<file path="src/verilog/glueBusPkg.sv">
package glueBusPkg;

	// device classes, one bit each in the class vector
	localparam int NUM_CLASSES = 4;

	localparam int CLASS_ROM  = 0; // boot ROM, 4x window or overlay
	localparam int CLASS_RAM  = 1; // main RAM, default target
	localparam int CLASS_IO   = 2; // peripherals and video write page
	localparam int CLASS_IACK = 3; // interrupt acknowledge, autovectored

	typedef logic [NUM_CLASSES-1:0] classVecT; // one-hot class select

	// wait-state counter width
	localparam int WAIT_W = 3;

	// wait counts per class, indexed by class number
	localparam logic [NUM_CLASSES-1:0][WAIT_W-1:0] WAIT_STATES = {
		3'd3, // IACK
		3'd4, // IO
		3'd0, // RAM
		3'd2  // ROM
	};

	// region codes on the upper address lines
	localparam logic [3:0] ROM_REGION = 4'h4;   // top nibble of ROM window
	localparam logic [1:0] RAM_REGION = 2'b00;  // A23:22 of low RAM
	localparam logic [7:0] VID_PAGE   = 8'h3F;  // video and sound write page
	localparam logic [7:0] IACK_PAGE  = 8'hFF;  // CPU drives FFxxxx during IACK
	localparam logic [3:0] IO_FIRST   = 4'h5;   // lowest nibble of the IO space

	// sound buffer sub-pages within the write page
	localparam logic [3:0] SND_LO_BANK  = 4'hA; // A1..A3
	localparam logic [3:0] SND_LO_FIRST = 4'h1;
	localparam logic [3:0] SND_LO_LAST  = 4'h3;
	localparam logic [3:0] SND_HI_BANK  = 4'hF; // FD..FF
	localparam logic [3:0] SND_HI_FIRST = 4'hD;
	localparam logic [3:0] SND_HI_LAST  = 4'hF;

	// overlay maps ROM at zero from reset
	localparam logic OVERLAY_AT_RESET = 1'b1;

endpackage

</file>
<file path="src/verilog/busSelectIf.sv">
`timescale 1ns/1ps

interface busSelectIf
	import glueBusPkg::*;
();

	logic [23:8] addr;        // latched upper address
	logic        write;       // latched write level, high on write
	logic        cycleActive; // bus cycle in progress
	logic        cycleStart;  // one clock, first cycle after strobe
	classVecT    classSel;    // one-hot device class

	modport tracker (
		output addr, write, cycleActive, cycleStart
	);

	modport decoder (
		input  addr, write, cycleActive, cycleStart,
		output classSel
	);

	modport timer (
		input cycleActive, cycleStart
	);

	modport merger (
		input cycleActive
	);

endinterface

</file>
<file path="src/verilog/ackMerger.sv">
`timescale 1ns/1ps

module ackMerger
	import glueBusPkg::*;
(
	input  logic       CLK,
	input  logic       reset,
	busSelectIf.merger bus,
	input  classVecT   ready,
	output logic       nDTACK,
	output logic       nVPA
);

	logic dataReady; // any memory or IO class done
	logic iackReady;

	assign dataReady = ready[CLASS_ROM] || ready[CLASS_RAM] || ready[CLASS_IO];
	assign iackReady = ready[CLASS_IACK]; // answered with VPA, autovector

	always_ff @(posedge CLK) begin
		if (reset) begin
			nDTACK <= 1'b1;
			nVPA   <= 1'b1;
		end else begin
			nDTACK <= !(bus.cycleActive && dataReady); // high once cycle ends
			nVPA   <= !(bus.cycleActive && iackReady);
		end
	end

endmodule

</file>
<file path="src/verilog/busCycleTracker.sv">
`timescale 1ns/1ps

module busCycleTracker (
	input  logic        CLK,
	input  logic        reset,
	input  logic [23:8] A,
	input  logic        nAS,
	input  logic        nWE,
	busSelectIf.tracker bus
);

	logic asPrev; // strobe level seen on the previous edge
	logic startNow;

	// falling strobe, first low sample after a high one
	assign startNow = !nAS && asPrev;

	always_ff @(posedge CLK) begin
		if (reset) begin
			asPrev          <= 1'b1; // strobe idles high
			bus.cycleStart  <= 1'b0;
			bus.cycleActive <= 1'b0;
		end else begin
			asPrev         <= nAS;
			bus.cycleStart <= startNow; // single pulse per cycle
			if (nAS) begin
				bus.cycleActive <= 1'b0; // strobe released, cycle over
			end else if (bus.cycleStart) begin
				bus.cycleActive <= 1'b1; // edge after the start edge
			end
		end
	end

	// address and direction held for the whole cycle
	always_ff @(posedge CLK) begin
		if (startNow) begin
			bus.addr  <= A;
			bus.write <= !nWE; // nWE low means write
		end
	end

endmodule

</file>
<file path="src/verilog/chipSelectDecoder.sv">
`timescale 1ns/1ps

module chipSelectDecoder
	import glueBusPkg::*;
(
	input  logic        CLK,
	input  logic        reset,
	busSelectIf.decoder bus,
	output logic        Overlay,
	output logic        IOCS,
	output logic        IOPWCS,
	output logic        IACS,
	output logic        ROMCS,
	output logic        ROMCS4X,
	output logic        RAMCS,
	output logic        RAMCS0X,
	output logic        SndRAMCSWR
);

	logic [3:0] topNibble; // A23:20
	logic [3:0] subBank;   // A15:12
	logic [3:0] subPage;   // A11:8
	logic       vidPageWr; // write anywhere in 3Fxxxx
	logic       sndLoHit;
	logic       sndHiHit;
	logic       inCycle;
	logic       overlayOn;

	assign topNibble = bus.addr[23:20];
	assign subBank   = bus.addr[15:12];
	assign subPage   = bus.addr[11:8];

	// overlay latch, cleared by the first real ROM window access
	always_ff @(posedge CLK) begin
		if (reset) begin
			overlayOn <= OVERLAY_AT_RESET;
		end else if (bus.cycleActive && ROMCS4X) begin
			overlayOn <= 1'b0; // stays off until next reset
		end
	end

	assign Overlay = overlayOn;

	// ROM
	assign ROMCS4X = topNibble == ROM_REGION;
	assign ROMCS   = overlayOn || ROMCS4X; // overlay mirrors ROM at 000000

	// RAM, hidden under overlay
	assign RAMCS0X = bus.addr[23:22] == RAM_REGION;
	assign RAMCS   = RAMCS0X && !overlayOn;

	// video and sound write page
	assign vidPageWr = (bus.addr[23:16] == VID_PAGE) && bus.write;
	assign IOPWCS    = vidPageWr;

	assign sndLoHit = (subBank == SND_LO_BANK) &&
		(subPage >= SND_LO_FIRST) && (subPage <= SND_LO_LAST); // A1..A3
	assign sndHiHit = (subBank == SND_HI_BANK) &&
		(subPage >= SND_HI_FIRST) && (subPage <= SND_HI_LAST); // FD..FF
	assign SndRAMCSWR = vidPageWr && (sndLoHit || sndHiHit);

	// interrupt acknowledge space
	assign IACS = bus.addr[23:16] == IACK_PAGE;

	// IO space, 5x..Fx plus ROM slot under overlay plus write page
	assign IOCS = (topNibble >= IO_FIRST) ||
		((topNibble == ROM_REGION) && overlayOn) ||
		vidPageWr;

	// class select valid from the start pulse to end of cycle
	assign inCycle = bus.cycleActive || bus.cycleStart;

	always_comb begin
		bus.classSel = '0;
		if (inCycle) begin
			if (IACS) begin
				bus.classSel[CLASS_IACK] = 1'b1; // autovector
			end else if (IOCS) begin
				bus.classSel[CLASS_IO] = 1'b1;
			end else if (ROMCS) begin
				bus.classSel[CLASS_ROM] = 1'b1;
			end else begin
				bus.classSel[CLASS_RAM] = 1'b1; // everything else is RAM
			end
		end
	end

endmodule

</file>
<file path="src/verilog/classWaitTimer.sv">
`timescale 1ns/1ps

module classWaitTimer
	import glueBusPkg::*;
#(
	parameter logic [WAIT_W-1:0] WAIT = '0 // wait states for this class
) (
	input  logic      CLK,
	input  logic      reset,
	busSelectIf.timer bus,
	input  logic      classSel,
	output logic      ready
);

	logic [WAIT_W-1:0] count; // remaining wait states
	logic              cycleIdle;

	// between cycles, start pulse not yet seen
	assign cycleIdle = !bus.cycleActive && !bus.cycleStart;

	always_ff @(posedge CLK) begin
		if (reset) begin
			count <= '0;
			ready <= 1'b0;
		end else if (bus.cycleStart && classSel) begin
			count <= WAIT;              // arm for this cycle
			ready <= (WAIT == '0);      // zero-wait class is ready at once
		end else if (cycleIdle) begin
			count <= '0;
			ready <= 1'b0;              // drop with the cycle
		end else if (count != '0) begin
			count <= count - 1'b1;
			if (count == 1'b1) begin
				ready <= 1'b1;          // last wait state done
			end
		end
	end

	// ready holds while count sits at zero, no re-arm inside a cycle

endmodule

</file>
<file path="src/verilog/glueLogicTop.sv">
`timescale 1ns/1ps

module glueLogicTop
	import glueBusPkg::*;
(
	input  logic        CLK,
	input  logic        reset,
	input  logic [23:8] A,
	input  logic        nAS,
	input  logic        nWE,
	output logic        Overlay,
	output logic        IOCS,
	output logic        IOPWCS,
	output logic        IACS,
	output logic        ROMCS,
	output logic        ROMCS4X,
	output logic        RAMCS,
	output logic        RAMCS0X,
	output logic        SndRAMCSWR,
	output logic        nDTACK,
	output logic        nVPA
);

	busSelectIf selBus ();

	classVecT readyVec; // per-class ready levels

	busCycleTracker u_tracker (
		.CLK   (CLK),
		.reset (reset),
		.A     (A),
		.nAS   (nAS),
		.nWE   (nWE),
		.bus   (selBus.tracker)
	);

	chipSelectDecoder u_decoder (
		.CLK        (CLK),
		.reset      (reset),
		.bus        (selBus.decoder),
		.Overlay    (Overlay),
		.IOCS       (IOCS),
		.IOPWCS     (IOPWCS),
		.IACS       (IACS),
		.ROMCS      (ROMCS),
		.ROMCS4X    (ROMCS4X),
		.RAMCS      (RAMCS),
		.RAMCS0X    (RAMCS0X),
		.SndRAMCSWR (SndRAMCSWR)
	);

	// one wait timer per class, wait count from the table
	for (genvar i = 0; i < NUM_CLASSES; i++) begin : g_timer
		classWaitTimer #(
			.WAIT (WAIT_STATES[i])
		) u_timer (
			.CLK      (CLK),
			.reset    (reset),
			.bus      (selBus.timer),
			.classSel (selBus.classSel[i]),
			.ready    (readyVec[i])
		);
	end

	ackMerger u_merger (
		.CLK    (CLK),
		.reset  (reset),
		.bus    (selBus.merger),
		.ready  (readyVec),
		.nDTACK (nDTACK),
		.nVPA   (nVPA)
	);

endmodule
</file>
<file path="config.mk">
export PLATFORM = sky130hd
export DESIGN_NAME = glueLogicTop
export DESIGN_NICKNAME = d
export VERILOG_FILES = /design/src/verilog/glueBusPkg.sv /design/src/verilog/busSelectIf.sv /design/src/verilog/ackMerger.sv /design/src/verilog/busCycleTracker.sv /design/src/verilog/chipSelectDecoder.sv /design/src/verilog/classWaitTimer.sv /design/src/verilog/glueLogicTop.sv
export SDC_FILE = /design/constraint.sdc
export NUM_CORES = 1
export LEC_CHECK = 0
export ABC_AREA = 1
export BUFFER_PORTS_ARGS = -buffer_cell sky130_fd_sc_hd__buf_2
export CAP_MARGIN = 20
export CORE_MARGIN = 2
export CORE_UTILIZATION = 49
export DETAILED_ROUTE_END_ITERATION = 8
export PLACE_DENSITY = 0.78
export SYNTH_ARGS = -nofsm -noshare
export SYNTH_HDL_FRONTEND = slang
export SYNTH_SLANG_ARGS = --single-unit
</file>
<file path="constraint.sdc">
create_clock -name CLK -period 1.3 [get_ports CLK]
set_input_delay 0.26 -clock CLK [delete_from_list [all_inputs] [get_ports CLK]]
set_output_delay 0.26 -clock CLK [all_outputs]
set_load 0.03 [all_outputs]
</file>
==> qor.yml, run 1 <==
placed_design:
  dp_cells: 252
  portBuffers: 30
  place_worst_setup_slack_ns: -0.01407
  dp_hpwl_um: 2112
  placed_area_sq_mm: 0.001978
  gp_congestion: 0.7563
route:
  wirelength_um: 3082
  vias: 1235
  drtPass1Iterations: 4
  route.detailed.drc: 0
  wl_per_cell_um: 11.54
  drtIter0Drc: 67
  viasPerCell: 4.625
  ant_nets: 0
timing:
  min_period_ns: 1.624
  setup_viol: 19
  holdWs_ns: 0.08188
  finalHoldViolations: 0
  finalCritPeriodShare_pct: 124.9
  slew_headroom_pct: 79.09
  grt_setup_unrepaired: "yes"
  max_freq_ghz: 0.6157
  tightest_slew_ns: 0.3097
  fin_skew_ns: 0.01029
  finalWorstSetupSlack_ns: -0.3242
  drv_slew: 0
layout:
  final_cell_area_sq_mm: 0.002245
  layout-drive-gt1-share_pct: 38.91
  syn2layout_area_growth_pct: 31.91
  diodes: 0
  post-route-util_pct: 67.27
  layout_commonest_cell: "inv_1"
  final_cell_mix: "inv_1 (24), buf_2 (22), dfxtp_1 (21), nor2_1 (18), edfxtp_1 (17)"
  instances_no_fill: 267
  final_nets: 252
worst_setup_path:
  arrival_ns: 1.36
  cp_max_fo: 4
  crit_required_ns: 1.04
  regToRegStartpoint: "u_tracker.bus.addr[23]"
  reg2reg_to: "g_timer[1].u_timer.count[1]"
  worstSetupPathType: "flip-flop to output port"
  worst_setup_path_end_kind: "output port"
  rrSetupSlack_ns: -0.11
  reg2reg_depth: 10
  start_kind: "flip-flop"
die:
  fp.dieW_um: 62.93
  dieHeight_um: 62.93
  die-area_sq_mm: 0.003960
  core-area_sq_mm: 0.003337
  placementRows: 21
  pin_count: 31
  start_util_pct: 50.99
power:
  p_per_area_mw_per_mm2: 941.6
  leakagePower_nw: 0.9451
  worst_ir_drop_vdd_mv: 0.7560
clock_tree:
  clock_sink_count: 39
  h-tree-depth: 2
  cts_hold_buf: 0
  root_buffer: "clkbuf_4"
  clkSlewWorstSetupHoldPaths_ns: 0.11
  insertion_delay_ns: 0.35
  cts_buffers: 5
  clockBufferDepth: 2
  cts_tree: "done"
synth:
  synth_area_sq_mm: 0.001702
  synth-edff-count: 17
  netlist_instances: 171
  async_flop_share_pct: 0
  synth.distinct_cells: 27
  yosys_warnings: 0
  ys_ff_latch: 39
  avgSynthCellArea_sq_um: 9.951
  ys.flop_type: "dfxtp_1"
  ys_seq_area_share_pct: 55.88
  syn-num-nets: 203
flow_run:
  drv_cap: 0
worst_hold_path:
  hp-start: "A[20]"
  min_to: "u_tracker.bus.addr[20]"
  hold_path_class: "primary input to flip-flop"
  holdPathStages: 1
global_route:
  antenna_found_initial: 0
  first_global_vias: 1171
  gr-total-overflow: 0
  grt_pass1_wl_um: 4864
  grt_max_degree: 18
  grt_usage_pct: 15.98
outcome:
  status: "finished with violations"
  violations: "setup timing"
Yosys cell counts, types with 3 or more instances:
| library cell | n | area [sq um] |
|---|---|---|
| inv_1 | 29 | 108.9 |
| o21ai_0 | 6 | 30.03 |
| nand2_2 | 5 | 31.28 |
| ha_1 | 12 | 150.1 |
| a21oi_1 | 5 | 25.02 |
| xor2_1 | 5 | 43.79 |
| nor2_1 | 27 | 101.4 |
| nand2_1 | 18 | 67.56 |
| mux2i_1 | 4 | 40.04 |
| dfxtp_1 | 22 | 440.4 |
| edfxtp_1 | 17 | 510.5 |
| nand3_1 | 4 | 20.02 |
| nor2_2 | 3 | 18.77 |
worst max-delay path by stage:
stage	from	to	slack [ns]	cells past startpoint
after CTS	u_tracker.bus.addr[23]	SndRAMCSWR	-0.33	4
after global routing	u_tracker.bus.addr[23]	SndRAMCSWR	-0.41	4
after floorplan	u_tracker.bus.addr[22]	SndRAMCSWR	-0.12	3
final	u_tracker.bus.addr[23]	IOCS	-0.32	4
after global placement	u_tracker.bus.addr[22]	SndRAMCSWR	0.008	4
after detailed placement	g_timer[3].u_timer.count[1]	g_timer[3].u_timer.count[1]	-0.01	5
power breakdown:
part | switching, W | internal, W
registers | 0.0000208 | 0.00132
clock network | 0.000366 | 0.000216
logic | 0.000105 | 0.0000855
total | 0.000492 | 0.00162
registers in the layout, summed over array words and instances (netlist names):
signal	count
g_timer.u_timer.count	12
g_timer.u_timer.ready	4
u_tracker.bus.cycleActive	1
u_tracker.bus.write	1
u_decoder.Overlay	1
u_tracker.asPrev	1
u_merger.nVPA	1
u_tracker.bus.cycleStart	1
u_merger.nDTACK	1
u_tracker.bus.addr	16
worst max-delay path: stages, from the launching register on:
cell      delay, ns
edfxtp_1       0.47
nor2_4         0.18
nand3_4        0.13
nand2_4        0.11
buf_6          0.13
cell families (layout without fill, tap and decap cells):
family / after synthesis / after routing / share of synthesized area [%]
AO/OA/AOI/OAI: 16 / 16 / 5.588
XOR/XNOR: 5 / 5 / 2.573
adder cells (fa/ha/maj): 12 / 12 / 8.823
buffers and inverters: 30 / 80 / 6.617
flip-flops: 39 / 39 / 55.88
multiplexers: 5 / 5 / 3.015
AND/OR/NAND/NOR: 64 / 64 / 17.50
routing by layer:
layer / GRT usage (%) / wire length, um / share of wire [%] / vias to the layer above
met1: 18.17 / 1278 / 41 / 562
met3: 6.126 / 122 / 4.0 / 9
li1: - / - / - / 646
met4: 5.833 / 60 / 1.9 / 0
met5: 0 / 0 / 0 / -
met2: 27.13 / 1620 / 53 / 18
through the flow:
stage / power, W / TNS, ns
after floorplan: 0.001453 / -0.3190
after global placement: 0.001517 / 0
after detailed placement: 0.001522 / -0.03635
after CTS: 0.002100 / -2.393
after global routing: 0.002216 / -4.562
final: 0.002114 / -2.839
what timing repair did:
item | 4_1_cts | 5_1_grt
gates resized for setup | 27 | 25
endpoints found under the setup margin | 9 | 22
pin swaps | 6 | 11
setup buffers | 3 | 5
final cells by class:
| cell class | count | area, sq um |
|---|---|---|
| clock buffers | 8 | 48.80 |
| fillers | 261 | 1092 |
| inverters | 30 | 115.1 |
| multi-input cells | 102 | 753.2 |
| flip-flops and latches | 39 | 952.2 |
| well taps | 46 | 57.56 |
| repair buffers | 42 | 317.8 |
Power figures use the tool's default switching activity.
==> run 2: changes to the inputs <==
--- a/config.mk
+++ b/config.mk
@@ -9,9 +9,10 @@
 export BUFFER_PORTS_ARGS = -buffer_cell sky130_fd_sc_hd__buf_2
 export CAP_MARGIN = 20
 export CORE_MARGIN = 2
-export CORE_UTILIZATION = 49
+export CORE_UTILIZATION = 55
 export DETAILED_ROUTE_END_ITERATION = 8
-export PLACE_DENSITY = 0.78
+export PLACE_DENSITY = 0.82
 export SYNTH_ARGS = -nofsm -noshare
 export SYNTH_HDL_FRONTEND = slang
+export SYNTH_HIERARCHICAL = 1
 export SYNTH_SLANG_ARGS = --single-unit
==> constraint.sdc (replaced) <==
create_clock -name CLK -period 1.8 [get_ports CLK]
set_input_delay 0.36 -clock CLK [delete_from_list [all_inputs] [get_ports CLK]]
set_output_delay 0.36 -clock CLK [all_outputs]
set_load 0.03 [all_outputs]
==> qor.yml, run 2 <==
die:
  dieHeight_um: 62.48  # was 62.93 um
  fp.dieW_um: 62.48  # was 62.93 um
  start_util_pct: 56.80  # was 50.99%
  pin_count: 31  # unchanged
  core-area_sq_mm: 0.003311  # was 0.003337 sq mm
  die-area_sq_mm: 0.003903  # was 0.003960 sq mm
  placementRows: 21  # unchanged
timing:
  fin_skew_ns: 0.004381  # was 0.01029 ns
  max_freq_ghz: 0.5542
  tightest_slew_ns: 0.2186  # was 0.3097 ns
  slew_headroom_pct: 85.43  # was 79.09%
  holdWs_ns: 0.1877  # was 0.08188 ns
  setup_viol: 1  # was 19
  grt_setup_unrepaired: "yes"  # unchanged
  finalHoldViolations: 0  # unchanged
  finalCritPeriodShare_pct: 100.3
  drv_slew: 0  # unchanged
  tns_ns: -0.004505  # was -2.839 ns
  min_period_ns: 1.805
  finalWorstSetupSlack_ns: -0.004505  # was -0.3242 ns
route:
  route.met2.wl_um: 1746  # was 1620 um
  vias: 1504  # was 1235
  wl_per_cell_um: 10.57  # was 11.54 um
  route.detailed.drc: 0  # unchanged
  wl_met3_um: 143  # was 122 um
  highest_layer: "met4"  # unchanged
  wirelength_um: 3392  # was 3082 um
  viasPerCell: 4.685  # was 4.625
  drtPass1Iterations: 4  # unchanged
  drtIter0Drc: 43  # was 67
  met1Wirelength_um: 1421  # was 1278 um
  ant_nets: 0  # unchanged
global_route:
  first_global_vias: 1500  # was 1171
  grt_max_degree: 18  # unchanged
  grt_pass1_wl_um: 5927  # was 4864 um
  grt_usage_pct: 18.96  # was 15.98%
  antenna_found_initial: 0  # unchanged
  gr-total-overflow: 0  # unchanged
clock_tree:
  h-tree-depth: 2  # unchanged
  clkSlewWorstSetupHoldPaths_ns: 0.11  # about the same
  cts_hold_buf: 0  # unchanged
  insertion_delay_ns: 0.34  # was 0.35 ns
  root_buffer: "clkbuf_4"  # unchanged
  clock_sink_count: 39  # unchanged
  cts_buffers: 5  # unchanged
  cts_tree: "done"  # unchanged
  clockBufferDepth: 2  # unchanged
layout:
  post-route-util_pct: 68.10  # was 67.27%
  final_nets: 306  # was 252
  largestRegisters: "u_tracker/bus.addr x16, g_timer.u_timer/count x12, g_timer.u_timer/ready x4"  # was u_tracker.bus.addr x16, g_timer.u_timer.count x12, g_timer.u_timer.ready x4
  final_cell_mix: "nand2_1 (48), inv_1 (46), nor2_1 (33), buf_2 (25), dfxtp_1 (22)"  # was inv_1 (24), buf_2 (22), dfxtp_1 (21), nor2_1 (18), edfxtp_1 (17)
  syn2layout_area_growth_pct: 19.89  # was 31.91%
  top_register: "u_tracker/bus.addr"  # was u_tracker.bus.addr
  largest_reg_flops: 16  # unchanged
  layout-drive-gt1-share_pct: 25.82  # was 38.91%
  layout_commonest_cell: "nand2_1"  # was inv_1
  diodes: 0  # unchanged
synth:
  ys.flop_type: "dfxtp_1"  # unchanged
  synth-simple-area-share_pct: 25.75  # was 17.50%
  synth_top_family_by_area: "simple AND/OR/NAND/NOR gates"  # unchanged
  synthXorXnorAreaFrac_pct: 0.9315  # was 2.574%
  yosys_warnings: 6  # was 0
  netlist_instances: 231  # was 171
  ys_ff_latch: 39  # unchanged
  ys_top_cells_by_count: "nand2_1 (51), inv_1 (47), nor2_1 (37)"  # was inv_1 (29), nor2_1 (27), dfxtp_1 (22)
  yosys.area.top_type: "edfxtp_1"  # unchanged
  ys_seq_area_share_pct: 50.57  # was 55.88%
  synthMuxAreaShare_pct: 0  # was 3.015%
  synth_fa_ha_area_share_pct: 7.984  # was 8.824%
  synth-edff-count: 17  # unchanged
  synth.distinct_cells: 22  # was 27
  async_flop_share_pct: 0  # unchanged
  synthTopCellsByArea: "edfxtp_1 (27%), dfxtp_1 (23%), nand2_1 (10%), inv_1 (9.4%), ha_1 (8.0%)"  # was edfxtp_1 (30%), dfxtp_1 (26%), ha_1 (8.8%), inv_1 (6.4%), nor2_1 (6.0%)
  avgSynthCellArea_sq_um: 8.141  # was 9.951 sq um
  synth_area_sq_mm: 0.001881  # was 0.001702 sq mm
  synth_top_area_share_pct: 27.15  # was 30.00%
  synth_most_common_cell: "nand2_1"  # was inv_1
  synth-compound-area-share_pct: 4.591  # was 5.588%
  syn-num-nets: 263  # was 203
worst_setup_path:
  cp_max_fo: 3  # was 4
  crit_required_ns: 1.44  # was 1.04 ns
  slowest_delay_ns: 0.47  # about the same
  worstSetupPathType: "flip-flop to output port"  # unchanged
  crit_slowest_cell: "edfxtp_1"  # unchanged
  worst_setup_path_end_kind: "output port"  # unchanged
  timing.critical_path.buf_inv: 2  # was 1
  crit_family: "flip-flops"  # unchanged
  arrival_ns: 1.44  # was 1.36 ns
  worstPathCellList: "buf_6 > nor2_2 > nand2_2 > nand2_2 > buf_6"  # was nor2_4 > nand3_4 > nand2_4 > buf_6
  start_kind: "flip-flop"  # unchanged
placed_design:
  gp_congestion: 0.8307  # was 0.7563
  portBuffers: 30  # unchanged
  dp_hpwl_um: 2437  # was 2112 um
power:
  leakagePower_nw: 1.059  # was 0.9451 nW
  worst_ir_drop_vdd_mv: 0.5757  # was 0.7560 mV
  p_per_area_mw_per_mm2: 680.8  # was 941.6 mW/mm^2
flow_run:
  drv_cap: 0  # unchanged
worst_hold_path:
  hold_path_class: "primary input to flip-flop"  # unchanged
outcome:
  violations: "setup timing"  # unchanged
  status: "finished with violations"  # unchanged
-- run 2: power breakdown --
group / internal (W) / switching (W)
combinational: 0.0000573 / 0.0000899
clock: 0.000151 / 0.000270
sequential: 0.000954 / 0.0000133
-- run 2: worst paths after layout --
path	startpoint	to	slack, ns	cells after the start
worst min register to register	g_timer[3].u_timer/ready	u_merger/nVPA	0.40	1
worst min-delay path	A[14]	u_tracker/bus.addr[14]	0.19	1
worst max register to register	u_tracker/bus.addr[23]	g_timer[0].u_timer/count[1]	0.22	10
worst max-delay path	u_tracker/bus.addr[23]	ROMCS	-0.005	5
-- run 2: metrics by stage --
| step | setup WS, ns | instance area [sq um] | power, W | instances |
|---|---|---|---|---|
| final | -0.004505 | 2255 | 0.001535 | 321 |
| after floorplan | 0.04984 | 1886 | 0.001069 | 231 |
| after global routing | -0.08632 | 2255 | 0.001610 | 321 |
| after detailed placement | 0.3256 | 2116 | 0.001119 | 310 |
| after global placement | 0.3687 | 2116 | 0.001113 | 310 |
| after CTS | 0.001311 | 2190 | 0.001546 | 320 |
-- run 2: final cells by class --
cell class,count,area [sq um]
Multi-Input combinational cell,141,778.2
Sequential cell,39,950.9
Inverter,51,191.4
Fill cell,274,1056
Timing Repair Buffer,36,222.7
Clock inverter,2,12.51
Clock buffer,6,41.29
Tap cell,46,57.56
-- run 2: cell families (layout without fill, tap and decap cells) --
kind of cell | Yosys count | count (layout)
DFF | 39 | 39
adders and majority gates | 12 | 12
xor gates and xnor gates | 2 | 2
buffers and inverters | 51 | 95
and+or+nand+nor | 112 | 112
AOI/OAI and AO/OA | 15 | 15
-- run 2: timing repair --
action	4_1_cts	5_1_grt
pin swaps	1	3
setup endpoints to repair	2	6
gates resized for setup	2	21
setup buffers	2	1
-- run 2: routing by layer --
| metal | up-vias | GRT usage, % |
|---|---|---|
| met5 | - | 0 |
| met4 | 0 | 7.778 |
| met3 | 10 | 5.586 |
| met2 | 38 | 32.66 |
| met1 | 676 | 22.01 |
| li1 | 780 | - |
